$ cat config.mk
export PLATFORM = sky130hd
export DESIGN_NAME = cpu_top
export DESIGN_NICKNAME = d
export VERILOG_FILES = /design/src/verilog/cpu_pkg.sv /design/src/verilog/cpu_top.sv /design/src/verilog/cpu_ctrl.sv /design/src/verilog/pc_unit.sv /design/src/verilog/alu.sv /design/src/verilog/op_decode.sv
export VERILOG_INCLUDE_DIRS = /design/src /design/src/verilog
export SDC_FILE = /design/constraint.sdc
export NUM_CORES = 1
export LEC_CHECK = 0
export ABC_AREA = 1
export BUFFER_PORTS_ARGS = -buffer_cell sky130_fd_sc_hd__buf_2
export CAP_MARGIN = 20
export CELL_PAD_IN_SITES_DETAIL_PLACEMENT = 0
export CELL_PAD_IN_SITES_GLOBAL_PLACEMENT = 2
export CORE_MARGIN = 2
export CORE_UTILIZATION = 35
export DETAILED_ROUTE_END_ITERATION = 6
export PLACE_DENSITY_LB_ADDON = 0.1
export SLEW_MARGIN = 20
export SYNTH_ARGS = -nofsm -noshare
export SYNTH_HDL_FRONTEND = slang
export SYNTH_SLANG_ARGS = --single-unit
$ cat constraint.sdc
create_clock -name clk -period 6.4 [get_ports clk]
set_input_delay 1.28 -clock clk [delete_from_list [all_inputs] [get_ports clk]]
set_output_delay 1.28 -clock clk [all_outputs]
set_load 0.01 [all_outputs]
$ cat src/verilog/cpu_params.svh
`ifndef CPU_PARAMS_SVH
`define CPU_PARAMS_SVH

// bus widths
`define CPU_DATA_W 8
`define CPU_ADDR_W 16

// low byte of the reset vector, high byte follows
`define CPU_RST_VECTOR 16'hfffc

`endif
$ cat src/verilog/cpu_pkg.sv
`include "cpu_params.svh"

package cpu_pkg;

    typedef logic [`CPU_DATA_W-1:0] byte_t;
    typedef logic [`CPU_ADDR_W-1:0] addr_t;

    // wishbone classic master request
    typedef struct packed {
        logic  cyc;
        logic  stb;
        logic  we;
        addr_t adr;
        byte_t dat;
    } wb_req_t;

    typedef enum logic [3:0] {
        ALU_ADC  = 4'd0,
        ALU_SBC  = 4'd1,
        ALU_AND  = 4'd2,
        ALU_ORA  = 4'd3,
        ALU_EOR  = 4'd4,
        ALU_CMP  = 4'd5,
        ALU_INC  = 4'd6,
        ALU_DEC  = 4'd7,
        ALU_PASS = 4'd8
    } alu_op_e;

    typedef enum logic [3:0] {
        OP_IMM_ALU   = 4'd0,
        OP_ZPG_ALU   = 4'd1,
        OP_IMM_LOAD  = 4'd2,
        OP_ZPG_LOAD  = 4'd3,
        OP_ZPG_STORE = 4'd4,
        OP_TRANSFER  = 4'd5,
        OP_INCDEC    = 4'd6,
        OP_FLAG      = 4'd7,
        OP_BRANCH    = 4'd8,
        OP_JMP       = 4'd9,
        OP_ILLEGAL   = 4'd10
    } op_class_e;

    typedef enum logic [1:0] {
        REG_A = 2'd0,
        REG_X = 2'd1,
        REG_Y = 2'd2
    } reg_sel_e;

    typedef struct packed {
        op_class_e  op_class;
        alu_op_e    alu_op;
        reg_sel_e   src_reg;
        reg_sel_e   dst_reg;
        logic [1:0] br_flag;    // 0 n, 1 v, 2 c, 3 z
        logic       br_sense;
        logic       set_c;
        logic       clr_c;
        logic       clr_v;
    } decoded_t;

    typedef struct packed {
        logic n;
        logic v;
        logic z;
        logic c;
    } flags_t;

    typedef struct packed {
        alu_op_e op;
        byte_t   a;
        byte_t   b;
        logic    ci;
    } alu_in_t;

    typedef struct packed {
        byte_t  res;
        flags_t flags;
    } alu_out_t;

    typedef struct packed {
        logic  inc;
        logic  load_lo;
        logic  load_hi;
        logic  jump;
        logic  branch;
        logic  oa_load;
        byte_t data;
    } pc_cmd_t;

endpackage

$ cat src/verilog/cpu_top.sv
`timescale 1ns/1ps

module cpu_top
    import cpu_pkg::*;
(
    input  logic    clk,
    input  logic    rst,
    input  byte_t   bus_dat,
    input  logic    bus_ack,
    output wb_req_t bus_req,
    output logic    sync,
    output logic    jam
);

    alu_in_t  alu_in;
    alu_out_t alu_out;
    pc_cmd_t  pc_cmd;
    addr_t    pc;
    byte_t    oa;

    cpu_ctrl u_ctrl (
        .clk     (clk),
        .rst     (rst),
        .bus_dat (bus_dat),
        .bus_ack (bus_ack),
        .alu_out (alu_out),
        .pc      (pc),
        .oa      (oa),
        .bus_req (bus_req),
        .sync    (sync),
        .jam     (jam),
        .alu_in  (alu_in),
        .pc_cmd  (pc_cmd)
    );

    alu u_alu (
        .alu_in  (alu_in),
        .alu_out (alu_out)
    );

    pc_unit u_pc (
        .clk    (clk),
        .rst    (rst),
        .pc_cmd (pc_cmd),
        .pc     (pc),
        .oa     (oa)
    );

endmodule

$ cat src/verilog/cpu_ctrl.sv
`timescale 1ns/1ps
`include "cpu_params.svh"

module cpu_ctrl
    import cpu_pkg::*;
(
    input  logic     clk,
    input  logic     rst,
    input  byte_t    bus_dat,
    input  logic     bus_ack,
    input  alu_out_t alu_out,
    input  addr_t    pc,
    input  byte_t    oa,
    output wb_req_t  bus_req,
    output logic     sync,
    output logic     jam,
    output alu_in_t  alu_in,
    output pc_cmd_t  pc_cmd
);

    typedef enum logic [2:0] {
        S_VEC_LO,
        S_VEC_HI,
        S_FETCH,
        S_OPER,
        S_OPER_HI,
        S_MEM,
        S_GAP,
        S_JAM
    } step_e;

    step_e    step;
    step_e    resume;
    step_e    next_step;
    byte_t    ir;
    byte_t    a_reg;
    byte_t    x_reg;
    byte_t    y_reg;
    flags_t   p;
    byte_t    opcode;
    decoded_t dec;
    byte_t    src_val;
    logic     xfer_done;
    logic     final_ack;
    logic     br_flag;
    logic     br_taken;
    logic     is_alu;
    logic     upd_nz;
    logic     wr_dst;

    // during the fetch the opcode is still on the bus
    assign opcode = (step == S_FETCH) ? bus_dat : ir;

    op_decode u_decode (
        .opcode (opcode),
        .dec    (dec)
    );

    always_comb begin
        case (dec.src_reg)
            REG_X:   src_val = x_reg;
            REG_Y:   src_val = y_reg;
            default: src_val = a_reg;
        endcase
        case (dec.br_flag)
            2'd0:    br_flag = p.n;
            2'd1:    br_flag = p.v;
            2'd2:    br_flag = p.c;
            default: br_flag = p.z;
        endcase
    end

    assign br_taken = (br_flag == dec.br_sense);
    assign is_alu   = dec.op_class inside {OP_IMM_ALU, OP_ZPG_ALU};
    assign upd_nz   = is_alu || (dec.op_class inside {OP_IMM_LOAD, OP_ZPG_LOAD,
                                                      OP_TRANSFER, OP_INCDEC});
    assign wr_dst   = upd_nz && (dec.alu_op != ALU_CMP);

    assign alu_in.op = dec.alu_op;
    assign alu_in.a  = src_val;
    assign alu_in.b  = (dec.op_class == OP_TRANSFER) ? src_val : bus_dat;
    assign alu_in.ci = p.c;

    // wishbone request with one transfer per step
    always_comb begin
        bus_req = '0;
        sync    = 1'b0;
        case (step)
            S_VEC_LO:  bus_req.adr = `CPU_RST_VECTOR;
            S_VEC_HI:  bus_req.adr = `CPU_RST_VECTOR + 16'd1;
            S_FETCH: begin
                bus_req.adr = pc;
                sync        = 1'b1;
            end
            S_MEM: begin
                bus_req.adr = {8'h00, oa};
                bus_req.we  = (dec.op_class == OP_ZPG_STORE);
                bus_req.dat = src_val;
            end
            default:   bus_req.adr = pc;
        endcase
        bus_req.cyc = !(step inside {S_GAP, S_JAM});
        bus_req.stb = bus_req.cyc;
    end

    assign xfer_done = bus_req.stb && bus_ack;
    assign jam       = (step == S_JAM);

    // step after the current transfer and what it does to pc
    always_comb begin
        next_step   = S_FETCH;
        final_ack   = 1'b0;
        pc_cmd      = '0;
        pc_cmd.data = bus_dat;
        case (step)
            S_VEC_LO: begin
                pc_cmd.load_lo = xfer_done;
                next_step      = S_VEC_HI;
            end
            S_VEC_HI:  pc_cmd.load_hi = xfer_done;
            S_FETCH: begin
                pc_cmd.inc = xfer_done;
                if (dec.op_class == OP_ILLEGAL) begin
                    next_step = S_JAM;
                end else if (dec.op_class inside {OP_TRANSFER, OP_INCDEC, OP_FLAG}) begin
                    final_ack = xfer_done;
                end else begin
                    next_step = S_OPER;
                end
            end
            S_OPER: begin
                pc_cmd.oa_load = xfer_done;
                pc_cmd.branch  = xfer_done && (dec.op_class == OP_BRANCH) && br_taken;
                pc_cmd.inc     = xfer_done && !pc_cmd.branch;
                if (dec.op_class == OP_JMP) begin
                    next_step = S_OPER_HI;
                end else if (dec.op_class inside {OP_ZPG_ALU, OP_ZPG_LOAD, OP_ZPG_STORE}) begin
                    next_step = S_MEM;
                end else begin
                    final_ack = xfer_done;
                end
            end
            S_OPER_HI: pc_cmd.jump = xfer_done;
            S_MEM:     final_ack = xfer_done;
            default: ;
        endcase
    end

    always_ff @(posedge clk) begin
        if (rst) begin
            step   <= S_GAP;
            resume <= S_VEC_LO;
        end else if (step == S_GAP) begin
            step <= resume;
        end else if (xfer_done) begin
            resume <= next_step;
            step   <= (next_step == S_JAM) ? S_JAM : S_GAP;
        end
    end

    always_ff @(posedge clk) begin
        if (step == S_FETCH && xfer_done) begin
            ir <= bus_dat;
        end
    end

    // register file and status written on the last ack of an instruction
    always_ff @(posedge clk) begin
        if (rst) begin
            a_reg <= '0;
            x_reg <= '0;
            y_reg <= '0;
            p     <= '0;
        end else if (final_ack) begin
            if (wr_dst) begin
                case (dec.dst_reg)
                    REG_X:   x_reg <= alu_out.res;
                    REG_Y:   y_reg <= alu_out.res;
                    default: a_reg <= alu_out.res;
                endcase
            end
            if (upd_nz) begin
                p.n <= alu_out.flags.n;
                p.z <= alu_out.flags.z;
            end
            if (is_alu && (dec.alu_op inside {ALU_ADC, ALU_SBC, ALU_CMP})) begin
                p.c <= alu_out.flags.c;
            end
            if (is_alu && (dec.alu_op inside {ALU_ADC, ALU_SBC})) begin
                p.v <= alu_out.flags.v;
            end
            if (dec.set_c) begin
                p.c <= 1'b1;
            end
            if (dec.clr_c) begin
                p.c <= 1'b0;
            end
            if (dec.clr_v) begin
                p.v <= 1'b0;
            end
        end
    end

    // slave wait states must not disturb the request
    a_req_hold: assert property (@(posedge clk) disable iff (rst)
        bus_req.stb && !bus_ack |=> $stable(bus_req));

    a_jam_sticky: assert property (@(posedge clk) disable iff (rst)
        jam |=> jam);

endmodule

$ cat src/verilog/pc_unit.sv
`timescale 1ns/1ps

module pc_unit
    import cpu_pkg::*;
(
    input  logic    clk,
    input  logic    rst,
    input  pc_cmd_t pc_cmd,
    output addr_t   pc,
    output byte_t   oa
);

    addr_t offset;

    assign offset = {{8{pc_cmd.data[7]}}, pc_cmd.data};

    always_ff @(posedge clk) begin
        if (rst) begin
            pc <= '0;
        end else begin
            if (pc_cmd.inc) begin
                pc <= pc + 16'd1;
            end else if (pc_cmd.jump) begin
                pc <= {pc_cmd.data, oa};
            end else if (pc_cmd.branch) begin
                // pc sits on the offset byte, so the base is one past it
                pc <= pc + 16'd1 + offset;
            end
            if (pc_cmd.load_lo) begin
                pc[7:0] <= pc_cmd.data;
            end
            if (pc_cmd.load_hi) begin
                pc[15:8] <= pc_cmd.data;
            end
        end
    end

    // operand byte, low half of a jump target or zero-page address
    always_ff @(posedge clk) begin
        if (pc_cmd.oa_load) begin
            oa <= pc_cmd.data;
        end
    end

    a_one_pc_move: assert property (@(posedge clk) disable iff (rst)
        $onehot0({pc_cmd.inc, pc_cmd.jump, pc_cmd.branch}));

endmodule

$ cat src/verilog/alu.sv
`timescale 1ns/1ps

module alu
    import cpu_pkg::*;
(
    input  alu_in_t  alu_in,
    output alu_out_t alu_out
);

    byte_t      b_eff;
    logic       c_eff;
    logic [8:0] sum;
    byte_t      res;

    always_comb begin
        // subtract is add of the complement
        b_eff = (alu_in.op inside {ALU_SBC, ALU_CMP}) ? ~alu_in.b : alu_in.b;
        c_eff = (alu_in.op == ALU_CMP) ? 1'b1 : alu_in.ci;
        sum   = {1'b0, alu_in.a} + {1'b0, b_eff} + {8'd0, c_eff};

        case (alu_in.op)
            ALU_ADC, ALU_SBC, ALU_CMP: res = sum[7:0];
            ALU_AND: res = alu_in.a & alu_in.b;
            ALU_ORA: res = alu_in.a | alu_in.b;
            ALU_EOR: res = alu_in.a ^ alu_in.b;
            ALU_INC: res = alu_in.a + 8'd1;
            ALU_DEC: res = alu_in.a - 8'd1;
            default: res = alu_in.b;
        endcase

        alu_out.res     = res;
        alu_out.flags.n = res[7];
        alu_out.flags.z = (res == '0);
        // signed overflow: operands agree in sign, sum does not
        alu_out.flags.v = (alu_in.a[7] == b_eff[7]) && (sum[7] != alu_in.a[7]);
        alu_out.flags.c = sum[8];
    end

endmodule

$ cat src/verilog/op_decode.sv
`timescale 1ns/1ps

module op_decode
    import cpu_pkg::*;
(
    input  byte_t    opcode,
    output decoded_t dec
);

    // register named by the low two opcode bits of loads and stores
    function automatic reg_sel_e cc_reg(input logic [1:0] cc);
        case (cc)
            2'b10:   return REG_X;
            2'b00:   return REG_Y;
            default: return REG_A;
        endcase
    endfunction

    always_comb begin
        dec          = '0;
        dec.alu_op   = ALU_PASS;
        dec.src_reg  = cc_reg(opcode[1:0]);
        dec.dst_reg  = cc_reg(opcode[1:0]);
        dec.br_flag  = opcode[7:6];
        dec.br_sense = opcode[5];

        case (opcode)
            8'h09, 8'h29, 8'h49, 8'h69, 8'hc9, 8'he9: dec.op_class = OP_IMM_ALU;
            8'h05, 8'h25, 8'h45, 8'h65, 8'hc5, 8'he5: dec.op_class = OP_ZPG_ALU;
            8'ha9, 8'ha2, 8'ha0:                      dec.op_class = OP_IMM_LOAD;
            8'ha5, 8'ha6, 8'ha4:                      dec.op_class = OP_ZPG_LOAD;
            8'h85, 8'h86, 8'h84:                      dec.op_class = OP_ZPG_STORE;
            8'haa, 8'h8a, 8'ha8, 8'h98:               dec.op_class = OP_TRANSFER;
            8'he8, 8'hc8, 8'hca, 8'h88:               dec.op_class = OP_INCDEC;
            8'h18, 8'h38, 8'hb8, 8'hea:               dec.op_class = OP_FLAG;
            8'h10, 8'h30, 8'h50, 8'h70,
            8'h90, 8'hb0, 8'hd0, 8'hf0:               dec.op_class = OP_BRANCH;
            8'h4c:                                    dec.op_class = OP_JMP;
            default:                                  dec.op_class = OP_ILLEGAL;
        endcase

        // group one: aaa field picks the operation
        if (dec.op_class inside {OP_IMM_ALU, OP_ZPG_ALU}) begin
            case (opcode[7:5])
                3'b000:  dec.alu_op = ALU_ORA;
                3'b001:  dec.alu_op = ALU_AND;
                3'b010:  dec.alu_op = ALU_EOR;
                3'b011:  dec.alu_op = ALU_ADC;
                3'b110:  dec.alu_op = ALU_CMP;
                default: dec.alu_op = ALU_SBC;
            endcase
        end

        // TAx copies out of A, TxA copies into A
        if (dec.op_class == OP_TRANSFER) begin
            if (opcode[5]) begin
                dec.src_reg = REG_A;
            end else begin
                dec.dst_reg = REG_A;
            end
        end

        case (opcode)
            8'he8: begin
                dec.alu_op  = ALU_INC;
                dec.src_reg = REG_X;
                dec.dst_reg = REG_X;
            end
            8'hc8: begin
                dec.alu_op  = ALU_INC;
                dec.src_reg = REG_Y;
                dec.dst_reg = REG_Y;
            end
            8'hca: begin
                dec.alu_op  = ALU_DEC;
                dec.src_reg = REG_X;
                dec.dst_reg = REG_X;
            end
            8'h88: begin
                dec.alu_op  = ALU_DEC;
                dec.src_reg = REG_Y;
                dec.dst_reg = REG_Y;
            end
            8'h18:   dec.clr_c = 1'b1;
            8'h38:   dec.set_c = 1'b1;
            8'hb8:   dec.clr_v = 1'b1;
            default: ;
        endcase
    end

endmodule

==> run metrics <==
CTS max path bufs 2; commonest non-fill, non-tap cell in the layout nand2_1; post-route minimum period between 5 and 6 ns; post-route ant nets 0; routed len/inst around 18 µm; Seq cells post-synth 66; mapped cell area 0.00664 mm²; hold crit path type reg -> reg; Setup violations, final 0; overall routing resource usage 0.237; Die ar. 0.0201 mm²; area of placed instances about 0.0071 mm²; Num Clock Sinks 66; CP endpoint kind flop; TNS Setup 0 ns; run status finished clean; Die Width roughly 140 µm; final hold vios 0; drt pass-1 iters 4; pwr dens roughly 460 mW/mm²; leakage between 3 and 4 nW; DRC 0; Post-synth ARST share 0; Slowest-stage cell, CP fa_1; arrival time at the worst endpoint 6.08 ns; Rel. slew slack 0.302; root buffer cell clkbuf_16; fin. max-slew vios 0; Synth cell types between 50 and 60; fin nets roughly 1,100; critical path class in -> reg; DPL Wire Length approximately 18 mm; YS warnings 0; Top reg by flops u_pc.pc; Routability Congestion around 0.90; vias in the first global route approximately 6,500; antenna violations before repair 0; Buffers on Ports 39; crit path launch type input pin; CP peak stage delay 0.44 ns; post-synthesis sequential area ratio 0.223; post-synthesis net count about 1,100; Via-to-Cell Ratio between 5 and 6; fill count just over 2,000; Largest register FFs 16; H-tree depth 3; Most common cell on crit path nand2_1; CTS tree built; Post-Synthesis Cells between 1,000 and 1,500; core area roughly 0.019 mm²; vias about 6,600; crit share post-route 0.907; CTS Buf Count 9; first-iteration detailed-routing DRC count roughly 360; # diodes 0; CP max FO 10; clk slew on worst S/H paths approximately 0.06 ns; mean post-synth cell area approximately 6.5 µm²; ys flop type dfxtp_1; most frequent cells in the layout nand2_1, inv_1, nor2_1; RSZ-0062 raised after global routing no; area grow syn2layout 11.9%; Crit path required time 6.67 ns; Post-synth EDFFs 16; Post-CTS Hold Fix Bufs 0; DIE HEIGHT 142 µm; Setup Skew ~0.012 ns; first-pass GRT wire length around 37 mm; largest net degree at the start of global routing between 40 and 50; peak supply drop approximately 0.19 mV; share of cells above drive strength 1 0.144; fmax 0.172 GHz; FP Rows 50; Starting Density 0.356; clk_lat worst skew roughly 0.35 ns; Worst Tran Pin Value roughly 1.0 ns; Design Area, Final around 0.0074 mm²; Ports 40; grt total ovfl 0; Routed WL between 20 and 25 mm; Max Cap Violations 0
## synthesized netlist by cell type, types with 6 or more instances
cell type,n,area (µm²)
a21oi_1,62,310
nand2_1,232,871
inv_2,9,33.8
edfxtp_1,16,480
a221o_1,6,60.1
xnor2_1,8,70.1
nand3_1,75,375
xor2_1,24,210
clkbuf_1,13,48.8
buf_6,6,67.6
o21ai_0,75,375
nor2_1,93,349
dfxtp_1,50,1000
or2_2,12,75.1
o211ai_1,17,128
inv_1,136,510
nor3_1,7,35.0
nand3b_1,7,52.6
o21ai_1,10,50.1
ha_1,49,613
nand2_2,20,125
nor2_2,6,37.5
nand4_1,14,87.6
nor2_4,6,67.6
## worst max-delay path, delay by kind of cell
kind | cells | cell delay (ns)
XOR/XNOR | 1 | 0.16
AO/OA/AOI/OAI | 5 | 0.57
buffers and inverters | 7 | 0.79
adder cells (fa/ha/maj) | 3 | 0.99
AND/OR/NAND/NOR | 19 | 2.25
## stage by stage
stage | power, mW | hold WS (ns) | utilization | std cells | worst slack (ns)
floorplan | 2.23 | 0.439 | - | 1019 | 0.704
global placement | 2.93 | 0.454 | 0.381 | 1284 | 0.169
detailed placement | 2.90 | 0.468 | 0.381 | 1284 | 0.151
CTS | 3.48 | 0.485 | 0.398 | 1300 | 0.494
global route | 3.81 | 0.521 | 0.398 | 1300 | 0.0145
finish | 3.45 | 0.484 | 0.398 | 1300 | 0.595
## per-layer routing
metal,vias to the layer above,wire length [µm],global-route usage
li1,3425,-,-
met1,2994,10800,0.307
met2,125,11100,0.411
met3,26,726,0.0280
met4,0,541,0.0742
met5,-,0,0
## final cells by class
type | count | area (µm²) | share of cell area
tap | 234 | 293 | 0.0394
clock buffer | 10 | 250 | 0.0337
clock inverter | 6 | 76.3 | 0.0103
timing repair buffer | 59 | 345 | 0.0465
inverter | 149 | 567 | 0.0763
multi-input combinational | 776 | 4410 | 0.594
sequential | 66 | 1480 | 0.199
## path summary, 6_finish.rpt
| path | startpoint | to | slack (ns) | depth (start not counted) |
|---|---|---|---|---|
| setup / recovery | bus_dat[4] | u_ctrl.p[1]$_SDFFE_PP0P_ | 0.59 | 35 |
| setup reg to reg | u_ctrl.step[2]$_SDFFE_PP1P_ | u_ctrl.p[3]$_SDFFE_PP0P_ | 0.77 | 33 |
| hold reg to reg | u_ctrl.resume[2]$_SDFFE_PP0P_ | u_ctrl.step[2]$_SDFFE_PP1P_ | 0.48 | 2 |
| hold / removal | u_ctrl.resume[2]$_SDFFE_PP0P_ | u_ctrl.step[2]$_SDFFE_PP1P_ | 0.48 | 2 |
## timing repair
| item | CTS | global route |
|---|---|---|
| resized for setup | 0 | 3 |
| setup endpoints to repair | 0 | 4 |
| buffers inserted | 0 | 0 |
## report_power, final
part / total [mW] / switching (mW) / leakage [nW] / internal, mW
clock network: 0.557 / 0.223 / 0.163 / 0.334
logic: 2.33 / 1.50 / 2.99 / 0.826
registers: 0.571 / 0.0714 / 0.551 / 0.499
total: 3.45 / 1.79 / 3.70 / 1.66
## cell families (layout without fill, tap and decap cells)
logic type      after synthesis  in the layout  synth area share
simple gates                486            486             0.337
mux                           1              1           0.00151
flops                        66             66             0.223
buf+inv                     177            224             0.112
fa+ha+maj                    53             53             0.104
compound gates              204            204             0.179
xor+xnor                     32             32            0.0422
(Power assumes the default switching activity.)
